<file path="config.mk">
export PLATFORM = sky130hd
export DESIGN_NAME = sound_board
export DESIGN_NICKNAME = d
export VERILOG_FILES = /design/src/logic/snd_audio_pkg.sv /design/src/logic/snd_bus_pkg.sv /design/src/logic/pcm_channel.sv /design/src/logic/snd_cen_gen.sv /design/src/logic/snd_ctrl_regs.sv /design/src/logic/snd_map_decode.sv /design/src/logic/snd_mixer.sv /design/src/logic/sound_board.sv
export VERILOG_INCLUDE_DIRS = /design/src /design/src/include
export SDC_FILE = /design/constraint.sdc
export NUM_CORES = 1
export LEC_CHECK = 0
export ABC_AREA = 1
export BUFFER_PORTS_ARGS = -buffer_cell sky130_fd_sc_hd__clkbuf_2
export CAP_MARGIN = 20
export CORE_UTILIZATION = 45
export CTS_BUF_LIST = sky130_fd_sc_hd__clkbuf_8
export CTS_CLUSTER_DIAMETER = 30
export CTS_CLUSTER_SIZE = 12
export DETAILED_ROUTE_END_ITERATION = 6
export SLEW_MARGIN = 5
export SYNTH_ARGS = -nofsm -noshare
export SYNTH_HDL_FRONTEND = slang
export SYNTH_SLANG_ARGS = --single-unit
</file>
<file path="constraint.sdc">
create_clock -name clk -period 7.05 [get_ports clk]
set_input_delay 0.705 -clock clk [delete_from_list [all_inputs] [get_ports clk]]
set_output_delay 0.705 -clock clk [all_outputs]
set_load 0.02 [all_outputs]
</file>
<file path="src/include/snd_settings.svh">
/* sound board build settings */
`ifndef SND_SETTINGS_SVH
`define SND_SETTINGS_SVH

// pcm rom address, bank bits on top of a 16-bit pointer
`define SND_ROM_AW 18

// sample enable rate is clk * N / M
`define SND_CEN_N 1
`define SND_CEN_M 4

// mixer gains, 8 means unity once the sum is shifted
`define SND_GAIN_FM 8
`define SND_MIX_SHIFT 3

// effects gain per fxlevel setting
`define SND_FX_GAIN0 8'h08
`define SND_FX_GAIN1 8'h0C
`define SND_FX_GAIN2 8'h10
`define SND_FX_GAIN3 8'h14

// pcm rom levels are offset binary around this point
`define SND_PCM_BIAS 64

`endif

</file>
<file path="src/logic/snd_audio_pkg.sv">
/* audio sample and gain types */
package snd_audio_pkg;

    // voice output after volume scaling
    typedef logic signed [11:0] pcm_sample_t;

    // unsigned mixer gain, 8 is unity
    typedef logic [7:0] mix_gain_t;

    // pcm rom byte as the voice sees it
    typedef struct packed {
        logic       eos;    // end of sample, byte not played
        logic [6:0] level;  // offset binary
    } pcm_rom_fields_t;

    // same rom byte, raw or split into fields
    typedef union packed {
        logic [7:0]      raw;
        pcm_rom_fields_t fields;
    } pcm_rom_byte_u;

endpackage

</file>
<file path="src/logic/snd_bus_pkg.sv">
/* host bus and memory map types */
package snd_bus_pkg;

    // one host access, strobes last a single clock
    typedef struct packed {
        logic [15:0] addr;
        logic [7:0]  wdata;
        logic        rd;
        logic        wr;
    } bus_req_t;

    // decoded from addr[15:12]
    typedef enum logic [3:0] {
        REG_PCMA   = 4'h9,
        REG_PCMB   = 4'hA,
        REG_BANK   = 4'hB,
        REG_LATCH  = 4'hD,
        REG_STATUS = 4'hE  // read status, write acks irq
    } map_region_e;

    // at most one bit high
    typedef struct packed {
        logic pcma;
        logic pcmb;
        logic bank;
        logic latch;
        logic status;
    } map_sel_t;

endpackage

</file>
<file path="src/logic/pcm_channel.sv">
/* pcm sample playback voice */
`include "snd_settings.svh"

module pcm_channel (
    input  logic                       clk,
    input  logic                       rst,
    input  logic                       cen,
    input  snd_bus_pkg::bus_req_t      bus,
    input  logic                       sel,
    input  logic [1:0]                 bank,
    output logic [`SND_ROM_AW-1:0]     rom_addr,
    input  logic [7:0]                 rom_data,
    output logic                       rom_cs,
    input  logic                       rom_ok,
    output logic                       busy,
    output snd_audio_pkg::pcm_sample_t voice
);
    import snd_audio_pkg::*;

    typedef enum logic {ST_HOLD, ST_FETCH} fetch_st_e;

    fetch_st_e          st;
    logic [15:0]        start;
    logic [15:0]        ptr;       // next byte to fetch
    logic [3:0]         vol;
    logic               buf_full;
    logic               stale;     // rom reply belongs to an older trigger
    logic               wr_reg;
    logic               trig;
    logic               fetch_go;
    logic               take;
    pcm_rom_byte_u      rom_byte;
    pcm_rom_byte_u      buf_byte;
    logic signed [7:0]  centered;
    logic signed [11:0] prod;

    assign wr_reg   = sel & bus.wr;
    assign trig     = wr_reg && bus.addr[1:0] == 2'd3;
    assign fetch_go = st == ST_HOLD && busy && !buf_full && !trig;
    assign take     = rom_cs & rom_ok & ~stale;
    assign rom_cs   = st == ST_FETCH;

    assign rom_byte.raw = rom_data;
    assign centered     = $signed({1'b0, buf_byte.fields.level}) - 8'(`SND_PCM_BIAS);
    assign prod         = centered * $signed({1'b0, vol});

    always_ff @(posedge clk or posedge rst) begin
        if (rst) begin
            st       <= ST_HOLD;
            busy     <= 1'b0;
            buf_full <= 1'b0;
            stale    <= 1'b0;
            voice    <= '0;
        end else begin
            if (cen && buf_full) begin
                buf_full <= 1'b0;
                voice    <= buf_byte.fields.eos ? '0 : prod;  // eos silences the voice
            end
            if (fetch_go) st <= ST_FETCH;
            if (rom_cs && rom_ok) begin
                st    <= ST_HOLD;  // cs drops at least one clock
                stale <= 1'b0;
            end
            if (take) begin
                buf_full <= 1'b1;
                busy     <= ~rom_byte.fields.eos;
            end
            if (trig) begin
                busy     <= 1'b1;
                buf_full <= 1'b0;
                stale    <= rom_cs & ~rom_ok;  // let the open fetch finish first
            end
        end
    end

    always_ff @(posedge clk) begin
        if (wr_reg && bus.addr[1:0] == 2'd0) start[7:0]  <= bus.wdata;
        if (wr_reg && bus.addr[1:0] == 2'd1) start[15:8] <= bus.wdata;
        if (wr_reg && bus.addr[1:0] == 2'd2) vol         <= bus.wdata[3:0];
        if (fetch_go) rom_addr <= {bank, ptr};
        if (take) begin
            buf_byte <= rom_byte;
            ptr      <= ptr + 16'd1;
        end
        if (trig) ptr <= start;
    end

    a_rom_hold: assert property (@(posedge clk) disable iff (rst)
        rom_cs && !rom_ok |=> rom_cs && $stable(rom_addr))
        else $error("rom request changed before rom_ok");

endmodule

</file>
<file path="src/logic/snd_cen_gen.sv">
/* fractional clock enable */
module snd_cen_gen #(
    parameter int N = 1,
    parameter int M = 4
) (
    input  logic clk,
    input  logic rst,
    output logic cen
);
    localparam int W = $clog2(N + M + 1);

    logic [W-1:0] acc;
    logic [W-1:0] nxt;

    assign nxt = acc + W'(N);

    always_ff @(posedge clk or posedge rst) begin
        if (rst) begin
            acc <= '0;
            cen <= 1'b0;
        end else if (nxt >= W'(M)) begin
            acc <= nxt - W'(M);  // keep the remainder, no drift
            cen <= 1'b1;
        end else begin
            acc <= nxt;
            cen <= 1'b0;
        end
    end

    // ratios of one half or less never give back to back pulses
    if (2 * N <= M) begin : g_cen_chk
        a_cen_spaced: assert property (@(posedge clk) disable iff (rst) cen |=> !cen)
            else $error("cen high on two consecutive clocks");
    end

endmodule

</file>
<file path="src/logic/snd_ctrl_regs.sv">
/* bank, irq latch and fx gain */
`include "snd_settings.svh"

module snd_ctrl_regs (
    input  logic                     clk,
    input  logic                     rst,
    input  snd_bus_pkg::bus_req_t    bus,
    input  snd_bus_pkg::map_sel_t    sel,
    input  logic                     snd_irq,
    input  logic [1:0]               fxlevel,
    input  logic [1:0]               pcm_busy,
    output logic [3:0]               banks,
    output snd_audio_pkg::mix_gain_t fx_gain,
    output logic [7:0]               status
);
    logic irq_s;      // sampled snd_irq
    logic irq_q;
    logic irq_rise;
    logic irq_pend;
    logic irq_ack;

    assign irq_rise = irq_s & ~irq_q;
    assign irq_ack  = sel.status & bus.wr;

    always_ff @(posedge clk or posedge rst) begin
        if (rst) begin
            banks    <= 4'd0;
            irq_s    <= 1'b0;
            irq_q    <= 1'b0;
            irq_pend <= 1'b0;
        end else begin
            irq_s <= snd_irq;
            irq_q <= irq_s;
            if (sel.bank && bus.wr) banks <= bus.wdata[3:0];  // pcmb bank on top
            // a new edge wins over an ack in the same cycle
            if (irq_rise) begin
                irq_pend <= 1'b1;
            end else if (irq_ack) begin
                irq_pend <= 1'b0;
            end
        end
    end

    always_comb begin
        case (fxlevel)
            2'd0:    fx_gain = `SND_FX_GAIN0;
            2'd1:    fx_gain = `SND_FX_GAIN1;
            2'd2:    fx_gain = `SND_FX_GAIN2;
            default: fx_gain = `SND_FX_GAIN3;
        endcase
    end

    assign status = {5'd0, pcm_busy[1], pcm_busy[0], irq_pend};

endmodule

</file>
<file path="src/logic/snd_map_decode.sv">
/* address decoder and read mux */
module snd_map_decode (
    input  snd_bus_pkg::bus_req_t bus,
    input  logic [7:0]            snd_latch,
    input  logic [7:0]            status,
    output snd_bus_pkg::map_sel_t sel,
    output logic [7:0]            rd_data
);
    import snd_bus_pkg::*;

    logic       acc;
    logic [3:0] region;

    assign acc    = bus.rd | bus.wr;
    assign region = bus.addr[15:12];

    always_comb begin
        sel        = '0;
        sel.pcma   = acc && region == REG_PCMA;
        sel.pcmb   = acc && region == REG_PCMB;
        sel.bank   = acc && region == REG_BANK;
        sel.latch  = acc && region == REG_LATCH;
        sel.status = acc && region == REG_STATUS;
    end

    // pcm and bank registers are write only
    always_comb begin
        if (bus.rd && sel.latch) begin
            rd_data = snd_latch;
        end else if (bus.rd && sel.status) begin
            rd_data = status;
        end else begin
            rd_data = 8'hFF;  // open bus
        end
    end

endmodule

</file>
<file path="src/logic/snd_mixer.sv">
/* fm and pcm mixer */
`include "snd_settings.svh"

module snd_mixer (
    input  logic                       clk,
    input  logic                       rst,
    input  logic                       cen,
    input  logic signed [15:0]         fm,
    input  snd_audio_pkg::pcm_sample_t ch_a,
    input  snd_audio_pkg::pcm_sample_t ch_b,
    input  snd_audio_pkg::mix_gain_t   fx_gain,
    output logic signed [15:0]         snd,
    output logic                       peak,
    output logic                       sample
);
    import snd_audio_pkg::*;

    localparam int        SW      = 26;
    localparam mix_gain_t GAIN_FM = `SND_GAIN_FM;

    localparam logic signed [SW-1:0] MAX_S = 32767;
    localparam logic signed [SW-1:0] MIN_S = -32768;

    logic signed [12:0]   pcm_sum;
    logic signed [SW-1:0] fm_term;
    logic signed [SW-1:0] pcm_term;
    logic signed [SW-1:0] total;
    logic signed [SW-1:0] scaled;
    logic signed [15:0]   clipped;
    logic                 sat;

    assign pcm_sum  = ch_a + ch_b;  // both voices share the fx gain
    assign fm_term  = fm * $signed({1'b0, GAIN_FM});
    assign pcm_term = pcm_sum * $signed({1'b0, fx_gain});
    assign total    = fm_term + pcm_term;
    assign scaled   = total >>> `SND_MIX_SHIFT;

    always_comb begin
        sat = 1'b1;
        if (scaled > MAX_S) begin
            clipped = 16'sh7FFF;
        end else if (scaled < MIN_S) begin
            clipped = -16'sh8000;
        end else begin
            clipped = scaled[15:0];
            sat     = 1'b0;
        end
    end

    always_ff @(posedge clk or posedge rst) begin
        if (rst) begin
            snd    <= '0;
            peak   <= 1'b0;
            sample <= 1'b0;
        end else begin
            sample <= cen;  // marks each new value
            if (cen) begin
                snd  <= clipped;
                peak <= sat;
            end
        end
    end

endmodule

</file>
<file path="src/logic/sound_board.sv">
/* arcade sound board top */
`include "snd_settings.svh"

module sound_board (
    input  logic                   clk,
    input  logic                   rst,
    input  snd_bus_pkg::bus_req_t  bus,
    input  logic                   snd_irq,
    input  logic [7:0]             snd_latch,
    input  logic [1:0]             fxlevel,
    input  logic signed [15:0]     snd_fm,
    output logic [`SND_ROM_AW-1:0] pcma_rom_addr,
    input  logic [7:0]             pcma_rom_data,
    output logic                   pcma_rom_cs,
    input  logic                   pcma_rom_ok,
    output logic [`SND_ROM_AW-1:0] pcmb_rom_addr,
    input  logic [7:0]             pcmb_rom_data,
    output logic                   pcmb_rom_cs,
    input  logic                   pcmb_rom_ok,
    output logic [7:0]             rd_data,
    output logic signed [15:0]     snd,
    output logic                   peak,
    output logic                   sample
);
    import snd_bus_pkg::*;
    import snd_audio_pkg::*;

    logic        cen;       // sample rate enable
    map_sel_t    sel;
    logic [7:0]  status;
    logic [3:0]  banks;
    logic [1:0]  pcm_busy;
    mix_gain_t   fx_gain;
    pcm_sample_t voice_a;
    pcm_sample_t voice_b;

    snd_cen_gen #(.N(`SND_CEN_N), .M(`SND_CEN_M)) u_cen (
        .clk (clk),
        .rst (rst),
        .cen (cen)
    );

    snd_map_decode u_map (
        .bus       (bus),
        .snd_latch (snd_latch),
        .status    (status),
        .sel       (sel),
        .rd_data   (rd_data)
    );

    snd_ctrl_regs u_ctrl (
        .clk      (clk),
        .rst      (rst),
        .bus      (bus),
        .sel      (sel),
        .snd_irq  (snd_irq),
        .fxlevel  (fxlevel),
        .pcm_busy (pcm_busy),
        .banks    (banks),
        .fx_gain  (fx_gain),
        .status   (status)
    );

    pcm_channel u_pcma (
        .clk      (clk),
        .rst      (rst),
        .cen      (cen),
        .bus      (bus),
        .sel      (sel.pcma),
        .bank     (banks[1:0]),
        .rom_addr (pcma_rom_addr),
        .rom_data (pcma_rom_data),
        .rom_cs   (pcma_rom_cs),
        .rom_ok   (pcma_rom_ok),
        .busy     (pcm_busy[0]),
        .voice    (voice_a)
    );

    pcm_channel u_pcmb (
        .clk      (clk),
        .rst      (rst),
        .cen      (cen),
        .bus      (bus),
        .sel      (sel.pcmb),
        .bank     (banks[3:2]),
        .rom_addr (pcmb_rom_addr),
        .rom_data (pcmb_rom_data),
        .rom_cs   (pcmb_rom_cs),
        .rom_ok   (pcmb_rom_ok),
        .busy     (pcm_busy[1]),
        .voice    (voice_b)
    );

    snd_mixer u_mixer (
        .clk     (clk),
        .rst     (rst),
        .cen     (cen),
        .fm      (snd_fm),
        .ch_a    (voice_a),
        .ch_b    (voice_b),
        .fx_gain (fx_gain),
        .snd     (snd),
        .peak    (peak),
        .sample  (sample)
    );

endmodule

</file>
# ---- Word level (Yosys, flattened, before mapping)
# Cells that the tools add are included.
dict set report word_totals {
  regBits 185
  inputBits 73
  out_inout_bits 64
  wordCells 151
}
dict set report op_classes {
  add_sub_neg 8
  mul 3
  n_lt_le_gt_ge 3
  eq_ne 10
  n_mux 35
  bitwise 20
  n_reduce_logical 41
}
# op n
set ops {}
lappend ops {{$mux W16} 6}
lappend ops {{$add A16 B1 Y16 const B} 2}
lappend ops {{$logic_and A1 B1 Y1} 26}
lappend ops {{$mul A8 B5 Y12} 2}
lappend ops {{$mux W12} 2}
lappend ops {{$gt A23 B16 Y1 const B} 1}
lappend ops {{$lt A23 B16 Y1 const B} 1}
lappend ops {{$mux W1} 23}
lappend ops {{$add A19 B19 Y20} 1}
lappend ops {{$eq A4 B4 Y1 const B} 5}
lappend ops {{$mul A13 B6 Y19} 1}
lappend ops {{$mux W8} 2}
lappend ops {{$sub A7 B7 Y8 const B} 2}
lappend ops {{$pmux W5 S3} 1}
lappend ops {{$reduce_bool A2 Y1} 7}
lappend ops {{$add A12 B12 Y13} 1}
lappend ops {{$and A1 B1 Y1} 10}
lappend ops {{$not A1 Y1} 9}
lappend ops {{$eq A2 B2 Y1 const B} 3}
lappend ops {{$reduce_bool A3 Y1} 2}
lappend ops {{$eq A2 B1 Y1 const B} 2}
lappend ops {{$logic_not A1 Y1} 4}
lappend ops {{$logic_not A2 Y1} 2}
lappend ops {{$add A3 B1 Y3 const B} 1}
lappend ops {{other kinds (4)} 4}

# ---- Logic depth before layout (Yosys ltp)
dict set report depth {
  depth_word 8
  depth_mapped 31
  mapped_depth_nobuf 30
}

# ---- Hierarchy
# From an unflattened synthesis, not the netlist that was laid out.
dict set report hier_totals {
  cells_unflattened 1788
  hier_area_um2 15406.0
}
# mod instances cells_each area_per_inst_um2
set modules_own_cells {}
lappend modules_own_cells {pcm_channel 2 429 4269.1}
lappend modules_own_cells {snd_mixer 1 813 6034.5}
lappend modules_own_cells {snd_map_decode 1 68 371.6}
lappend modules_own_cells {snd_ctrl_regs 1 43 366.6}
lappend modules_own_cells {snd_cen_gen 1 6 95.1}

# ---- Least setup slack after synthesis
# No wires, ideal clock.
dict set report synth_timing {
  kind {register -> register}
  from {register u_pcmb.voice[0]}
  to {register u_mixer.snd[2]}
  arrival_ns 4.799
  required_ns 6.934
  setup_slack_ns 2.134
  path_stages_with_launch 27
  cell_sequence {dfrtp_1 -> ha_1 -> inv_1 -> fa_1 -> o21ai_0 -> a21oi_1 -> o21bai_1 -> xor2_1 -> nor2_1 -> ha_1 -> fa_1 -> ha_1 -> inv_1 -> fa_1 -> inv_1 -> ha_1 -> a21oi_1 -> nand2_1 -> a21oi_1 -> nand3_1 -> nand2_2 -> inv_2 -> nand2_4 -> buf_12 -> nand2_2 -> nand2_1 -> nand2_1}
}
dict set report synth_via {
  elab_chain_cells 6
}
# element line_no
set synth_rtl {}
lappend synth_rtl {{from (decl)} pcm_channel.sv:16} ;# output snd_audio_pkg::pcm_sample_t voice
lappend synth_rtl {{from (signal assigned)} pcm_channel.sv:57} ;# voice <= buf_byte.fields.eos ? '0 : prod;
lappend synth_rtl {{$add A12 B12 Y13 (*)} snd_mixer.sv:32} ;# assign pcm_sum = ch_a + ch_b;
lappend synth_rtl {{$mul A13 B6 Y19 (*)} snd_mixer.sv:34} ;# assign pcm_term = pcm_sum * $signed({1'b0, fx_gain});
lappend synth_rtl {{$add A19 B19 Y20 (*)} snd_mixer.sv:35} ;# assign total = fm_term + pcm_term;
lappend synth_rtl {{$lt A23 B16 Y1} snd_mixer.sv:42} ;# end else if (scaled < MIN_S) begin
lappend synth_rtl {{$mux W16} snd_mixer.sv:42}
lappend synth_rtl {{$mux W16 (*)} snd_mixer.sv:40} ;# if (scaled > MAX_S) begin
lappend synth_rtl {{to (signal assigned)} snd_mixer.sv:58} ;# snd <= clipped;
lappend synth_rtl {{to (decl)} snd_mixer.sv:12} ;# output logic signed [15:0] snd,
# Mark *: on every way between the ends. The rest lies on a longest branch, timed or not.
# A chain may end at the register's enable or synchronous reset.

# ---- Worst setup path in the final report
dict set report layout_timing {
  from {register u_pcmb.voice[0]}
  to {register u_mixer.snd[9]}
}
# The elaborated chain is that of the path after synthesis.

==> qor.yml <==
r2r_slack_ps: 1530
fin_area_um2: 13800
syn_to_final_growth_pct: 11.8
wl_met1_mm: 10.7
period_share: 0.783
antenna_left: 0
postLayoutCoreUtil: 0.512
worstSetupEndpoint: "u_mixer.snd[9]"
critPathCaptureType: "register"
dieHeight_um: 167
grt_start_max_net_pins: 61
final_layout_size_suffix_gt1_frac: 0.141
yosysTopAreaCell: "edfxtp_1"
cts.sinks: 184
fp.dieW_um: 167
grt_setup_unrepaired: "false"
yosysUniqueCellTypes: 43
hold_viol: 0
min_from: "snd_irq"
critPathArrivalTime_ps: 5870
maxUsedRoutingLayer: "met4"
globalRoute.totalOverflow: 0
syn-cell-area_um2: 12300
diodes: 0
coreArea_um2: 26900
status: "finished clean"
grt_use_total: 0.186
drv_cap: 0
final_cell_mix: "nand2_1, inv_1, clkbuf_2, edfxtp_1, ha_1"
avgSynthCellArea_um2: 9.03
final-seq-area_um2: 5230
clkTransAtPathRegs_ps: 120
dr_wl_met2_mm: 12.6
cts-resized-gates: 0
cts_tree: "yes"
place_area_um2: 13300
wl_mm: 24.6
cp-start-kind: "register"
routedWlPerCell_um: 13.2
cts_max_path_buffers: 2
path_max_fanout: 16
hold_class: "in2reg"
post_cts.repair.setup_buffers: 0
vias_per_cell: 4.88
worstRegToRegCells: 25
fill_cells: 2579
finalSetupViolCount: 0
initial_core_util: 0.458
grt_pass1_vias: 8996
wl_met3_um: 915
ctsHtreeMaxLevel: 4
synth-seq-area-share: 0.424
synthTopCellsByArea: "edfxtp_1, dfrtp_1, nand2_1"
dp_hpwl_mm: 19.3
netlist_instances: 1364
period_needed_ps: 5520
final_common_cell: "nand2_1"
grt_pass1_wl_mm: 41.8
io_pins: 137
yosysWarnings: 0
slew_headroom: 0.404
fin_nets: 1737
r2r_start: "u_pcmb.voice[0]"
setup.worst_path.start: "u_pcmb.voice[0]"
required_ps: 7400
crit_type: "reg2reg"
root_buffer: "clkbuf_8"
worstReg2RegEnd: "u_mixer.snd[9]"
drt_iter0_drc: 394
clkLatencyLatePin_ps: 470
rows: 60
max_freq_ghz: 0.181
dieArea_um2: 28000
synth_edf_count: 124
io_buffers: 126
grt_antenna_before_repair: 0
async_flop_share: 0.326
clock-skew-final_ps: 29.8
place_congestion: 0.845
multi_input_area_um2: 5970
tightest_slew_ps: 891
via_count: 9053
whs_ps: 335
cts_made_buffers: 17
cts_hold_buf: 0
synth-main-ff-cell: "edfxtp_1"
drt_pass1_iterations: 5
ys_ff_latch: 184
yosysTopAreaCellShare: 0.302
drc_errors: 0
fin_tns_setup_ps: 0
slew_viol_final: 0
syn_nets: 1601
synth_stat cells (2+ instances only):
| cell type | count |
|---|---|
| a211o_1 | 2 |
| a21o_1 | 4 |
| a21oi_1 | 44 |
| a21oi_2 | 3 |
| a22o_1 | 2 |
| a31oi_1 | 3 |
| a32o_1 | 2 |
| a32oi_1 | 2 |
| buf_2 | 5 |
| buf_4 | 2 |
| buf_6 | 2 |
| clkbuf_1 | 8 |
| dfrtp_1 | 60 |
| edfxtp_1 | 124 |
| fa_1 | 59 |
| ha_1 | 105 |
| inv_1 | 264 |
| inv_2 | 8 |
| mux2_2 | 4 |
| nand2_1 | 366 |
| nand2_2 | 16 |
| nand2_4 | 2 |
| nand3_1 | 31 |
| nand3b_1 | 2 |
| nand4_1 | 18 |
| nor2_1 | 88 |
| nor2_2 | 2 |
| nor3_1 | 11 |
| nor3_2 | 4 |
| nor4_1 | 2 |
| o211ai_1 | 2 |
| o21ai_0 | 55 |
| o21bai_1 | 4 |
| o31ai_1 | 2 |
| xnor2_1 | 15 |
| xor2_1 | 34 |
routing by layer:
layer | global-route usage | vias to the layer above
met5 | 0 | -
met1 | 0.221 | 4282
met2 | 0.343 | 163
li1 | - | 4585
met3 | 0.0319 | 23
met4 | 0.0495 | 0
worst min path at each step:
stage | cells after the start | end | slack, ps
floorplan | 0 | u_mixer.sample | 350
CTS | 1 | u_ctrl.irq_s | 300
global placement | 0 | u_ctrl.irq_q | 360
global route | 1 | u_ctrl.irq_s | 310
detailed placement | 0 | u_ctrl.irq_q | 370
finish | 1 | u_ctrl.irq_s | 340
cells by family after synthesis:
logic type      after synthesis  synth area share
compound gates              126            0.0575
flops                       184             0.424
mux                           4           0.00366
fa+ha+maj                   164             0.203
buf+inv                     290            0.0921
simple gates                547             0.185
xor+xnor                     49            0.0349
per-stage QoR:
stage          std cells  setup slack [ps]
4_1_cts             1849              1510
3_5_place_dp        1817              1520
2_1_floorplan       1364              2130
3_3_place_gp        1817              1560
5_1_grt             1854              1090
6_report            1854              1530
state kept, by name (all words and copies together), names as in the netlist, 2 cells and up:
register / count
u_pcma.voice: 12
u_pcmb.start: 16
u_pcmb.vol: 4
u_pcma.ptr: 16
u_pcmb.buf_byte: 8
u_pcmb.voice: 12
u_mixer.snd: 16
u_ctrl.banks: 4
u_pcma.start: 16
u_pcma.buf_byte: 8
u_pcma.vol: 4
u_pcmb.ptr: 16
u_pcmb.rom_addr: 18
u_cen.acc: 2
u_pcma.rom_addr: 18
critical path, cell delays in order, from the launching register on:
cell      delay [ps]
dfrtp_1          370
ha_1             170
inv_1             60
fa_1             420
o21ai_0          460
a21oi_1          190
o21bai_1         190
xor2_1           260
nor2_1            70
ha_1             320
fa_1             480
ha_1             290
inv_1             50
fa_1             500
inv_1             40
ha_1             360
a21oi_1          210
nand2_1          100
a21oi_1          180
nand3_1          110
nand2_2          120
inv_2             50
nand2_4          200
nand2_1           90
nand2_1           60
nand2_1           50
layout make-up:
class | instances | share of cell area
Clock buffer | 17 | 0.0170
Clock inverter | 15 | 0.0142
Inverter | 272 | 0.0742
Multi-Input combinational cell | 890 | 0.434
Sequential cell | 184 | 0.380
Tap cell | 341 | 0.0310
Timing Repair Buffer | 135 | 0.0505
Power is not shown: default switching activity piles up to over one toggle a cycle in this logic, so the estimate is an artifact.
